File: src/common/branch_params.svh
`ifndef BRANCH_PARAMS_SVH
`define BRANCH_PARAMS_SVH

// Datapath width for operands, pc and targets
// The slice also builds at 64 for RV64
`define BRU_XLEN 32

// Reorder buffer tag width
`define BRU_TAG_W 5

// Link address step from pc
// Always 4 since compressed instructions are not handled
`define BRU_LINK_STEP 4

`endif

File: src/common/branch_pkg.sv
package branch_pkg;

    // Major opcode field, instr[6:2]
    localparam logic [4:0] OPC_BRANCH = 5'b11000;
    localparam logic [4:0] OPC_JALR   = 5'b11001;
    localparam logic [4:0] OPC_JAL    = 5'b11011;
    localparam logic [4:0] OPC_AUIPC  = 5'b00101;

    // Operation class carried down the pipeline
    typedef enum logic [2:0] {
        BR_NONE  = 3'd0,
        BR_COND  = 3'd1,
        BR_JAL   = 3'd2,
        BR_JALR  = 3'd3,
        BR_AUIPC = 3'd4
    } branch_op_t;

    // Condition code, same encoding as funct3
    // 010 and 011 are reserved in the ISA and never take
    typedef enum logic [2:0] {
        COND_EQ    = 3'b000,
        COND_NE    = 3'b001,
        COND_NEVER = 3'b010,
        COND_LT    = 3'b100,
        COND_GE    = 3'b101,
        COND_LTU   = 3'b110,
        COND_GEU   = 3'b111
    } branch_cond_t;

    // Operations that the predictor tracks
    function automatic logic is_ctrl_xfer(branch_op_t op);
        return (op == BR_COND) || (op == BR_JAL) || (op == BR_JALR);
    endfunction

    // Operations that write a destination register
    function automatic logic writes_rd(branch_op_t op);
        return (op == BR_JAL) || (op == BR_JALR) || (op == BR_AUIPC);
    endfunction

endpackage

File: src/logic/branch_decode.sv
`timescale 1ns/10ps

`include "branch_params.svh"

module branch_decode (
    input  logic                       clk,
    input  logic                       rst_n,
    input  logic                       valid_in,
    input  logic [4:0]                 opcode,
    input  logic [2:0]                 funct3,
    input  logic [`BRU_XLEN-1:0]       rs1,
    input  logic [`BRU_XLEN-1:0]       rs2,
    input  logic [`BRU_XLEN-1:0]       pc,
    input  logic [`BRU_XLEN-1:0]       offset,
    input  logic [`BRU_TAG_W-1:0]      rob_tag,
    input  logic                       pred_taken,
    input  logic [`BRU_XLEN-1:0]       pred_target,
    output logic                       d_valid,
    output branch_pkg::branch_op_t     d_op,
    output branch_pkg::branch_cond_t   d_cond,
    output logic [`BRU_XLEN-1:0]       d_rs1,
    output logic [`BRU_XLEN-1:0]       d_rs2,
    output logic [`BRU_XLEN-1:0]       d_pc,
    output logic [`BRU_XLEN-1:0]       d_offset,
    output logic [`BRU_TAG_W-1:0]      d_tag,
    output logic                       d_pred_taken,
    output logic [`BRU_XLEN-1:0]       d_pred_target
);

    import branch_pkg::*;

    branch_op_t   op_c;
    branch_cond_t cond_c;

    // Opcode classification, the only place the opcode is looked at
    always_comb begin
        case (opcode)
            OPC_BRANCH: op_c = BR_COND;
            OPC_JAL:    op_c = BR_JAL;
            OPC_JALR:   op_c = BR_JALR;
            OPC_AUIPC:  op_c = BR_AUIPC;
            default:    op_c = BR_NONE;   // Not ours, flows through silently
        endcase
    end

    // funct3 to condition
    always_comb begin
        case (funct3)
            3'b000:  cond_c = COND_EQ;
            3'b001:  cond_c = COND_NE;
            3'b100:  cond_c = COND_LT;
            3'b101:  cond_c = COND_GE;
            3'b110:  cond_c = COND_LTU;
            3'b111:  cond_c = COND_GEU;
            default: cond_c = COND_NEVER;  // Reserved encodings
        endcase
    end

    always_ff @(posedge clk or negedge rst_n) begin
        if (!rst_n) begin
            d_valid <= 1'b0;
        end else begin
            d_valid <= valid_in;
        end
    end

    // Stage 1 payload
    always_ff @(posedge clk) begin
        d_op          <= op_c;
        d_cond        <= cond_c;
        d_rs1         <= rs1;
        d_rs2         <= rs2;
        d_pc          <= pc;
        d_offset      <= offset;
        d_tag         <= rob_tag;
        d_pred_taken  <= pred_taken;
        d_pred_target <= pred_target;
    end

endmodule

File: src/branch_fu/branch_fu.sv
`timescale 1ns/10ps

`include "branch_params.svh"

module branch_fu (
    input  logic                       clk,
    input  logic                       rst_n,
    input  logic                       d_valid,
    input  branch_pkg::branch_op_t     d_op,
    input  branch_pkg::branch_cond_t   d_cond,
    input  logic [`BRU_XLEN-1:0]       d_rs1,
    input  logic [`BRU_XLEN-1:0]       d_rs2,
    input  logic [`BRU_XLEN-1:0]       d_pc,
    input  logic [`BRU_XLEN-1:0]       d_offset,
    input  logic [`BRU_TAG_W-1:0]      d_tag,
    input  logic                       d_pred_taken,
    input  logic [`BRU_XLEN-1:0]       d_pred_target,
    output logic                       f_valid,
    output branch_pkg::branch_op_t     f_op,
    output logic                       f_taken,
    output logic [`BRU_XLEN-1:0]       f_target,
    output logic [`BRU_XLEN-1:0]       f_link_data,
    output logic [`BRU_XLEN-1:0]       f_pc,
    output logic [`BRU_TAG_W-1:0]      f_tag,
    output logic                       f_pred_taken,
    output logic [`BRU_XLEN-1:0]       f_pred_target
);

    import branch_pkg::*;

    localparam logic [`BRU_XLEN-1:0] LINK_STEP = `BRU_LINK_STEP;

    logic                 eq;
    logic                 lt_s;
    logic                 lt_u;
    logic                 cond_hit;
    logic                 taken_c;
    logic [`BRU_XLEN-1:0] base;
    logic [`BRU_XLEN-1:0] sum;
    logic [`BRU_XLEN-1:0] target_c;
    logic [`BRU_XLEN-1:0] link_c;

    // Comparators shared by all six conditions
    assign eq   = (d_rs1 == d_rs2);
    assign lt_s = ($signed(d_rs1) < $signed(d_rs2));
    assign lt_u = (d_rs1 < d_rs2);

    always_comb begin
        case (d_cond)
            COND_EQ:  cond_hit = eq;
            COND_NE:  cond_hit = !eq;
            COND_LT:  cond_hit = lt_s;
            COND_GE:  cond_hit = !lt_s;   // Includes equal
            COND_LTU: cond_hit = lt_u;
            COND_GEU: cond_hit = !lt_u;
            default:  cond_hit = 1'b0;
        endcase
    end

    always_comb begin
        case (d_op)
            BR_COND:        taken_c = cond_hit;
            BR_JAL, BR_JALR: taken_c = 1'b1;
            default:        taken_c = 1'b0;   // AUIPC never counts as taken
        endcase
    end

    // One adder covers branch, JAL, JALR and AUIPC
    assign base = (d_op == BR_JALR) ? d_rs1 : d_pc;
    assign sum  = $unsigned($signed(base) + $signed(d_offset));

    // JALR drops bit 0 of the target
    assign target_c = {sum[`BRU_XLEN-1:1], sum[0] & (d_op != BR_JALR)};

    // AUIPC result, else pc+4 which is also the fall-through address
    assign link_c = (d_op == BR_AUIPC) ? sum : d_pc + LINK_STEP;

    always_ff @(posedge clk or negedge rst_n) begin
        if (!rst_n) begin
            f_valid <= 1'b0;
        end else begin
            f_valid <= d_valid;
        end
    end

    always_ff @(posedge clk) begin
        f_op          <= d_op;
        f_taken       <= taken_c;
        f_target      <= target_c;
        f_link_data   <= link_c;
        f_pc          <= d_pc;
        f_tag         <= d_tag;
        f_pred_taken  <= d_pred_taken;
        f_pred_target <= d_pred_target;
    end

endmodule

File: src/logic/branch_resolve.sv
`timescale 1ns/10ps

`include "branch_params.svh"

module branch_resolve (
    input  logic                       clk,
    input  logic                       rst_n,
    input  logic                       f_valid,
    input  branch_pkg::branch_op_t     f_op,
    input  logic                       f_taken,
    input  logic [`BRU_XLEN-1:0]       f_target,
    input  logic [`BRU_XLEN-1:0]       f_link_data,
    input  logic [`BRU_XLEN-1:0]       f_pc,
    input  logic [`BRU_TAG_W-1:0]      f_tag,
    input  logic                       f_pred_taken,
    input  logic [`BRU_XLEN-1:0]       f_pred_target,
    output logic                       wb_valid,
    output logic [`BRU_TAG_W-1:0]      wb_tag,
    output logic [`BRU_XLEN-1:0]       wb_data,
    output logic                       upd_valid,
    output logic                       upd_taken,
    output logic [`BRU_XLEN-1:0]       upd_pc,
    output logic [`BRU_XLEN-1:0]       upd_target,
    output logic                       redirect,
    output logic [`BRU_XLEN-1:0]       redirect_pc
);

    import branch_pkg::*;

    logic                 ctrl_c;
    logic                 wr_c;
    logic                 dir_miss;
    logic                 tgt_miss;
    logic                 mispredict;
    logic [`BRU_XLEN-1:0] fix_pc;

    assign ctrl_c = f_valid && is_ctrl_xfer(f_op);
    assign wr_c   = f_valid && writes_rd(f_op);

    // Direction wrong, or taken to somewhere else than predicted
    assign dir_miss   = (f_taken != f_pred_taken);
    assign tgt_miss   = f_taken && (f_target != f_pred_target);
    assign mispredict = ctrl_c && (dir_miss || tgt_miss);

    // f_link_data holds pc+4 for every control transfer
    assign fix_pc = f_taken ? f_target : f_link_data;

    always_ff @(posedge clk or negedge rst_n) begin
        if (!rst_n) begin
            wb_valid  <= 1'b0;
            upd_valid <= 1'b0;
            redirect  <= 1'b0;
        end else begin
            wb_valid  <= wr_c;
            upd_valid <= ctrl_c;
            redirect  <= mispredict;    // One cycle per mispredicted op
        end
    end

    // Writeback group
    always_ff @(posedge clk) begin
        wb_tag  <= f_tag;
        wb_data <= f_link_data;
    end

    // Predictor update group
    always_ff @(posedge clk) begin
        upd_taken  <= f_taken;
        upd_pc     <= f_pc;
        upd_target <= f_target;
    end

    // Fetch restart address
    always_ff @(posedge clk) begin
        redirect_pc <= fix_pc;
    end

endmodule

File: src/logic/branch_unit_top.sv
`timescale 1ns/10ps

`include "branch_params.svh"

module branch_unit_top (
    input  logic                  clk,
    input  logic                  rst_n,
    input  logic                  valid_in,
    input  logic [4:0]            opcode,
    input  logic [2:0]            funct3,
    input  logic [`BRU_XLEN-1:0]  rs1,
    input  logic [`BRU_XLEN-1:0]  rs2,
    input  logic [`BRU_XLEN-1:0]  pc,
    input  logic [`BRU_XLEN-1:0]  offset,
    input  logic [`BRU_TAG_W-1:0] rob_tag,
    input  logic                  pred_taken,
    input  logic [`BRU_XLEN-1:0]  pred_target,
    output logic                  wb_valid,
    output logic [`BRU_TAG_W-1:0] wb_tag,
    output logic [`BRU_XLEN-1:0]  wb_data,
    output logic                  upd_valid,
    output logic                  upd_taken,
    output logic [`BRU_XLEN-1:0]  upd_pc,
    output logic [`BRU_XLEN-1:0]  upd_target,
    output logic                  redirect,
    output logic [`BRU_XLEN-1:0]  redirect_pc
);

    import branch_pkg::*;

    // Decode to execute
    logic                  d_valid;
    branch_op_t            d_op;
    branch_cond_t          d_cond;
    logic [`BRU_XLEN-1:0]  d_rs1;
    logic [`BRU_XLEN-1:0]  d_rs2;
    logic [`BRU_XLEN-1:0]  d_pc;
    logic [`BRU_XLEN-1:0]  d_offset;
    logic [`BRU_TAG_W-1:0] d_tag;
    logic                  d_pred_taken;
    logic [`BRU_XLEN-1:0]  d_pred_target;

    // Execute to resolve
    logic                  f_valid;
    branch_op_t            f_op;
    logic                  f_taken;
    logic [`BRU_XLEN-1:0]  f_target;
    logic [`BRU_XLEN-1:0]  f_link_data;
    logic [`BRU_XLEN-1:0]  f_pc;
    logic [`BRU_TAG_W-1:0] f_tag;
    logic                  f_pred_taken;
    logic [`BRU_XLEN-1:0]  f_pred_target;

    branch_decode branch_decode_i (
        .clk           (clk),
        .rst_n         (rst_n),
        .valid_in      (valid_in),
        .opcode        (opcode),
        .funct3        (funct3),
        .rs1           (rs1),
        .rs2           (rs2),
        .pc            (pc),
        .offset        (offset),
        .rob_tag       (rob_tag),
        .pred_taken    (pred_taken),
        .pred_target   (pred_target),
        .d_valid       (d_valid),
        .d_op          (d_op),
        .d_cond        (d_cond),
        .d_rs1         (d_rs1),
        .d_rs2         (d_rs2),
        .d_pc          (d_pc),
        .d_offset      (d_offset),
        .d_tag         (d_tag),
        .d_pred_taken  (d_pred_taken),
        .d_pred_target (d_pred_target)
    );

    branch_fu branch_fu_i (
        .clk           (clk),
        .rst_n         (rst_n),
        .d_valid       (d_valid),
        .d_op          (d_op),
        .d_cond        (d_cond),
        .d_rs1         (d_rs1),
        .d_rs2         (d_rs2),
        .d_pc          (d_pc),
        .d_offset      (d_offset),
        .d_tag         (d_tag),
        .d_pred_taken  (d_pred_taken),
        .d_pred_target (d_pred_target),
        .f_valid       (f_valid),
        .f_op          (f_op),
        .f_taken       (f_taken),
        .f_target      (f_target),
        .f_link_data   (f_link_data),
        .f_pc          (f_pc),
        .f_tag         (f_tag),
        .f_pred_taken  (f_pred_taken),
        .f_pred_target (f_pred_target)
    );

    branch_resolve branch_resolve_i (
        .clk           (clk),
        .rst_n         (rst_n),
        .f_valid       (f_valid),
        .f_op          (f_op),
        .f_taken       (f_taken),
        .f_target      (f_target),
        .f_link_data   (f_link_data),
        .f_pc          (f_pc),
        .f_tag         (f_tag),
        .f_pred_taken  (f_pred_taken),
        .f_pred_target (f_pred_target),
        .wb_valid      (wb_valid),
        .wb_tag        (wb_tag),
        .wb_data       (wb_data),
        .upd_valid     (upd_valid),
        .upd_taken     (upd_taken),
        .upd_pc        (upd_pc),
        .upd_target    (upd_target),
        .redirect      (redirect),
        .redirect_pc   (redirect_pc)
    );

endmodule

File: config.mk
export PLATFORM = sky130hd
export DESIGN_NAME = branch_unit_top
export DESIGN_NICKNAME = d
export VERILOG_FILES = /design/src/common/branch_pkg.sv /design/src/logic/branch_decode.sv /design/src/branch_fu/branch_fu.sv /design/src/logic/branch_resolve.sv /design/src/logic/branch_unit_top.sv
export VERILOG_INCLUDE_DIRS = /design/src /design/src/common
export SDC_FILE = /design/constraint.sdc
export NUM_CORES = 1
export LEC_CHECK = 0
export BUFFER_PORTS_ARGS = -buffer_cell sky130_fd_sc_hd__buf_2
export CORE_MARGIN = 5
export CORE_UTILIZATION = 35
export DETAILED_ROUTE_END_ITERATION = 8
export MAX_ROUTING_LAYER = met4
export PLACE_DENSITY_LB_ADDON = 0.3
export SYNTH_ARGS = -nofsm -noshare
export SYNTH_HDL_FRONTEND = slang
export SYNTH_HIERARCHICAL = 1
export SYNTH_SLANG_ARGS = --single-unit
File: constraint.sdc
create_clock -name clk -period 4.3 [get_ports clk]
set_input_delay 0.645 -clock clk [delete_from_list [all_inputs] [get_ports clk]]
set_output_delay 0.645 -clock clk [all_outputs]
set_load 0.02 [all_outputs]
==> results.txt <==
The number of fill cells in the layout is between 3000 and 4000. The timing startpoint of the critical path is branch_decode_i/d_op[0]. The half-perimeter wire length after detailed placement is 27350 um. STA classifies the critical path startpoint as a register. The post-route worst setup slack is 0.3711 ns.

The cell area after placement is ~16000 um2. The tightest hold path in the finished design has a slack of 0.1891 ns. After clock tree synthesis, the clock-pin slew on the worst setup and hold paths is 0.06 ns. The number of standard-cell rows in the floorplan came out at 72. The number of max-capacitance violations reported came out at 0. Setup repair after global routing left no endpoint under its margin. The type of the tightest min-delay check is input pin to register. The largest individual stage delay along the critical path comes from the cell sky130_fd_sc_hd__a211oi_1.

The clock period minus final worst setup slack came out at 3.929 ns. The number of synthesized register bits is 449. The sequential share of the synthesized area came out at roughly two thirds. The footprint of the multi-input gates came out at approximately 4200 um2. The run finished with clean final reports. The post-layout instance count excluding filler cells came out at about 2000. The count of antenna-violating nets left after detailed routing came out at 0. Cells with a size suffix above 1 make up 32.30% of the layout. The critical path endpoint is branch_fu_i/f_link_data[28].

The count of boundary I/O pins is 314. The async set or reset register ratio after synthesis came out at ~1.1%. The CTS sink count came out at 449.

The worst register-to-register path ends at branch_fu_i/f_link_data[28]. In the synthesized netlist the dominant register cell turns out to be sky130_fd_sc_hd__dfxtp_1. The transition time at the pin with the least slew margin came out at 1.239 ns. The static leakage power is around 7.8 nW. The total wire length is roughly 35000 um. The global placer's final weighted congestion came out at between 0.8 and 0.9. The number of hold-slack violations in the final timing report came out at 0. At the later pin of the worst-skew pair, clock insertion delay measures 0.55 ns. The delay contributed by the slowest stage of the critical path came out at 0.48 ns.

TritonCTS built the clock tree. In this run the critical register-to-register path is launched from branch_decode_i/d_op[0]. The buffer depth of the longest clock path is 3. The average wire length per cell after detail routing came out at 17.60 um.

The number of DRC violations after detailed routing is 0. The largest net degree at the start of global routing came out at 39. The gate count of the mapped netlist is 1067.

The starting DRC count in detailed routing came out at between 300 and 400. The worst reg2reg path depth came out at 17. The area added between synthesis and finish is 27.20%.

The critical path goes through nor2b_1 -> nand2_1 -> buf_12 -> nand2_1 -> o21ai_0 -> ha_1 -> fa_1 -> a211oi_1 -> nor4_1 -> a211oi_1 -> o31ai_2 -> o2bb2ai_1 -> and4_1 -> nor3_1 -> xnor2_1 -> nand2_1 -> o21ai_1. The standard cell core area is roughly 38000 um2. The height of the chip is a little over 200 um. The post-synthesis cell type with the largest combined area is sky130_fd_sc_hd__dfxtp_1.

The total of hold buffers inserted after clock tree synthesis is 1. The detailed-routing iteration count for the pre-antenna-repair pass came out at 4. The final instance area is 17170 um2.

The top cell type's share of synthesized area is 65.84%. The most frequent cell on the critical path is sky130_fd_sc_hd__nand2_1. The final setup violation count is 0. The flop-to-flop setup slack came out at 0.37 ns. After synthesis, the netlist uses 58 different library cells. The number of synthesized flops with an enable pin came out at 0. The post-synth net total came out at 1309.

The number of gates resized after CTS is 0. The area of the die came out at 42600 um2. The worst max-slew margin expressed relative to the limit came out at 17.43%.

Dividing the synthesized area by the synthesized cell count gives 12.65 um2. The total congestion overflow is 0. The total number of nets in the final design is 1655. The number of pins exceeding their max-slew limit in the final report came out at 0. At the worst endpoint, the required time is between 4 and 5 ns. The setup TNS is 0 ns.

The critical-path maximum fanout is 34. The area of all sequential standard cells is 9015 um2. Across the VDD grid, the largest voltage drop is 0.0003434 V.

For the final database, setup skew stands at 0.01173 ns. The cell at the root of the clock tree is sky130_fd_sc_hd__clkbuf_16. The maximum achievable frequency is 254.5 MHz. The total routing usage reported by global routing is 16.31%. The CTS H-tree depth came out at 2. The number of buffers inserted during clock tree synthesis is 46. The number of port buffers is 313. The worst path arrival time came out at 4.40 ns. The critical path start-end classification is register to register.

The count of buffers added by post-CTS timing repair for setup is 0. The worst setup timing slack at the placement stage came out at 0.3177 ns. The via count of the first global-routing pass came out at 8559. The synthesized netlist occupies a cell area of 13500 um2. In this run the power density over the cells is 557.0 nW/um2.

The count of yosys warnings during synthesis is 6. The initial core utilization came out at 35.18%. Ranked by total cell area, the synthesized netlist is headed by sky130_fd_sc_hd__dfxtp_1 (66%), sky130_fd_sc_hd__ha_1 (5.9%), sky130_fd_sc_hd__mux2_2 (5.4%). The number of antenna violations at the first check in global routing came out at 6. Dividing the final minimum period by the clock period gives 91.37%. The total placed cells including tap cells came out at 1882. The first-pass GRT wire length came out at 50390 um. The vias per cell is 4.301.

The kind of end point of the critical path is a register. Detailed routing inserted a total of 8473 vias. The die is 206.4 um wide.
-- cell usage in the layout, fill, tap and decap left out, types with 4 or more instances in the layout --
cell                        netlist  final
sky130_fd_sc_hd__a21oi_1         35     35
sky130_fd_sc_hd__and3_1           7      7
sky130_fd_sc_hd__ha_1            64     64
sky130_fd_sc_hd__clkinv_2         0      5
sky130_fd_sc_hd__nor3_1           7      7
sky130_fd_sc_hd__nor2_1          33     33
sky130_fd_sc_hd__mux2_2          65     65
sky130_fd_sc_hd__o21ai_1          6      6
sky130_fd_sc_hd__dfxtp_1        444    443
sky130_fd_sc_hd__o21a_1           8      8
sky130_fd_sc_hd__clkbuf_16        0     47
sky130_fd_sc_hd__xnor2_1         38     38
sky130_fd_sc_hd__nor2b_1          7      7
sky130_fd_sc_hd__o21ai_0         42     42
sky130_fd_sc_hd__nand4_1         18     18
sky130_fd_sc_hd__nand2_1         74     74
sky130_fd_sc_hd__xor2_1          51     51
sky130_fd_sc_hd__diode_2          0      6
sky130_fd_sc_hd__and2_1           6      6
sky130_fd_sc_hd__a21o_1          24     24
sky130_fd_sc_hd__clkbuf_1        11     10
sky130_fd_sc_hd__inv_1           40     40
sky130_fd_sc_hd__a211oi_1         4      4
sky130_fd_sc_hd__nor4_1           8      8
sky130_fd_sc_hd__nand3_1         14     14
sky130_fd_sc_hd__dfrtp_1          5      5
sky130_fd_sc_hd__buf_2            5    313
sky130_fd_sc_hd__clkbuf_8         0      9
sky130_fd_sc_hd__nand2b_1         4      4
sky130_fd_sc_hd__inv_6            0      4
-- report_power, final --
group,switching [mW],internal [mW],leakage [nW]
logic,0.551,0.395,3.22
clock network,1.58,2.29,0.726
registers,0.233,4.52,3.81
-- synth_stat cells (5+ instances only) --
cell type	count
sky130_fd_sc_hd__dfxtp_1	444
sky130_fd_sc_hd__clkbuf_1	11
sky130_fd_sc_hd__xnor2_1	38
sky130_fd_sc_hd__a21o_1	24
sky130_fd_sc_hd__nand4_1	18
sky130_fd_sc_hd__o21ai_0	42
sky130_fd_sc_hd__o21ai_1	6
sky130_fd_sc_hd__and2_1	6
sky130_fd_sc_hd__dfrtp_1	5
sky130_fd_sc_hd__mux2_2	65
sky130_fd_sc_hd__o21a_1	8
sky130_fd_sc_hd__ha_1	64
sky130_fd_sc_hd__nor2_1	33
sky130_fd_sc_hd__nor2b_1	7
sky130_fd_sc_hd__nand2_1	74
sky130_fd_sc_hd__nor3_1	7
sky130_fd_sc_hd__and3_1	7
sky130_fd_sc_hd__nand3_1	14
sky130_fd_sc_hd__nor4_1	8
sky130_fd_sc_hd__a21oi_1	35
sky130_fd_sc_hd__inv_1	40
sky130_fd_sc_hd__xor2_1	51
sky130_fd_sc_hd__buf_2	5
-- metal layers --
layer  GRT usage [%]  vias up  share of wire [%]
met3           3.656       65                5.5
met2           24.52      235                 45
met5               -        -                  0
li1                -     4313                  -
met4           5.894        0                2.7
met1           21.70     3860                 47
-- through the flow --
step	total power, mW	utilization (%)
after floorplan	5.329	-
after global placement	5.794	40.80
after detailed placement	5.804	40.80
after CTS	9.711	44.71
after global routing	9.984	44.74
final	9.564	44.74
-- registers in the layout, summed over array words and instances (netlist names), 3 cells and up --
| name | count |
|---|---|
| branch_fu_i/f_op | 3 |
| branch_fu_i/f_pc | 32 |
| branch_decode_i/d_rs1 | 32 |
| branch_decode_i/d_pc | 32 |
| branch_resolve_i/wb_data | 32 |
| branch_decode_i/d_offset | 32 |
| branch_fu_i/f_pred_target | 32 |
| branch_fu_i/f_link_data | 32 |
| branch_decode_i/d_rs2 | 32 |
| branch_decode_i/d_cond | 3 |
| branch_fu_i/f_target | 32 |
| branch_resolve_i/upd_pc | 32 |
| branch_resolve_i/wb_tag | 5 |
| branch_decode_i/d_tag | 5 |
| branch_resolve_i/redirect_pc | 32 |
| branch_fu_i/f_tag | 5 |
| branch_decode_i/d_pred_target | 32 |
| branch_decode_i/d_op | 3 |
| branch_resolve_i/upd_target | 32 |
-- worst min-delay path by stage --
stage,start,to,depth (start not counted),slack [ns]
floorplan,branch_decode_i/d_pred_taken,branch_fu_i/f_pred_taken,0,0.31
global placement,branch_fu_i/f_tag[1],branch_resolve_i/wb_tag[1],0,0.31
detailed placement,branch_decode_i/d_pred_target[16],branch_fu_i/f_pred_target[16],0,0.31
CTS,offset[18],branch_decode_i/d_offset[18],1,0.14
global route,pc[3],branch_decode_i/d_pc[3],1,0.15
finish,offset[24],branch_decode_i/d_offset[24],1,0.19
-- critical path, delay by kind of cell, from the launching register on --
kind            cells  cell delay [ns]
compound gates      6             1.43
xor+xnor            1             0.17
fa+ha+maj           2             0.68
buf+inv             1             0.19
flops               1             0.35
simple gates        7             1.02
-- logic make-up (layout without fill, tap and decap cells) --
logic type,Yosys count,after routing,share of synthesized area [%]
simple gates,193,193,7.091
flops,449,449,66.77
fa+ha+maj,65,65,6.080
mux,67,67,5.570
buf+inv,59,438,1.798
other cells,0,6,0
compound gates,145,145,6.914
xor+xnor,89,89,5.774
-- area by class of cell --
cell class	instances	area share, %
clock inverters	15	0.8817
inverters	40	0.8744
multi-input cells	559	24.71
flip-flops and latches	449	52.50
clock buffers	66	7.789
repair buffers	317	9.385
diodes	6	0.08744
well taps	518	3.774
(Power assumes the default switching activity.)
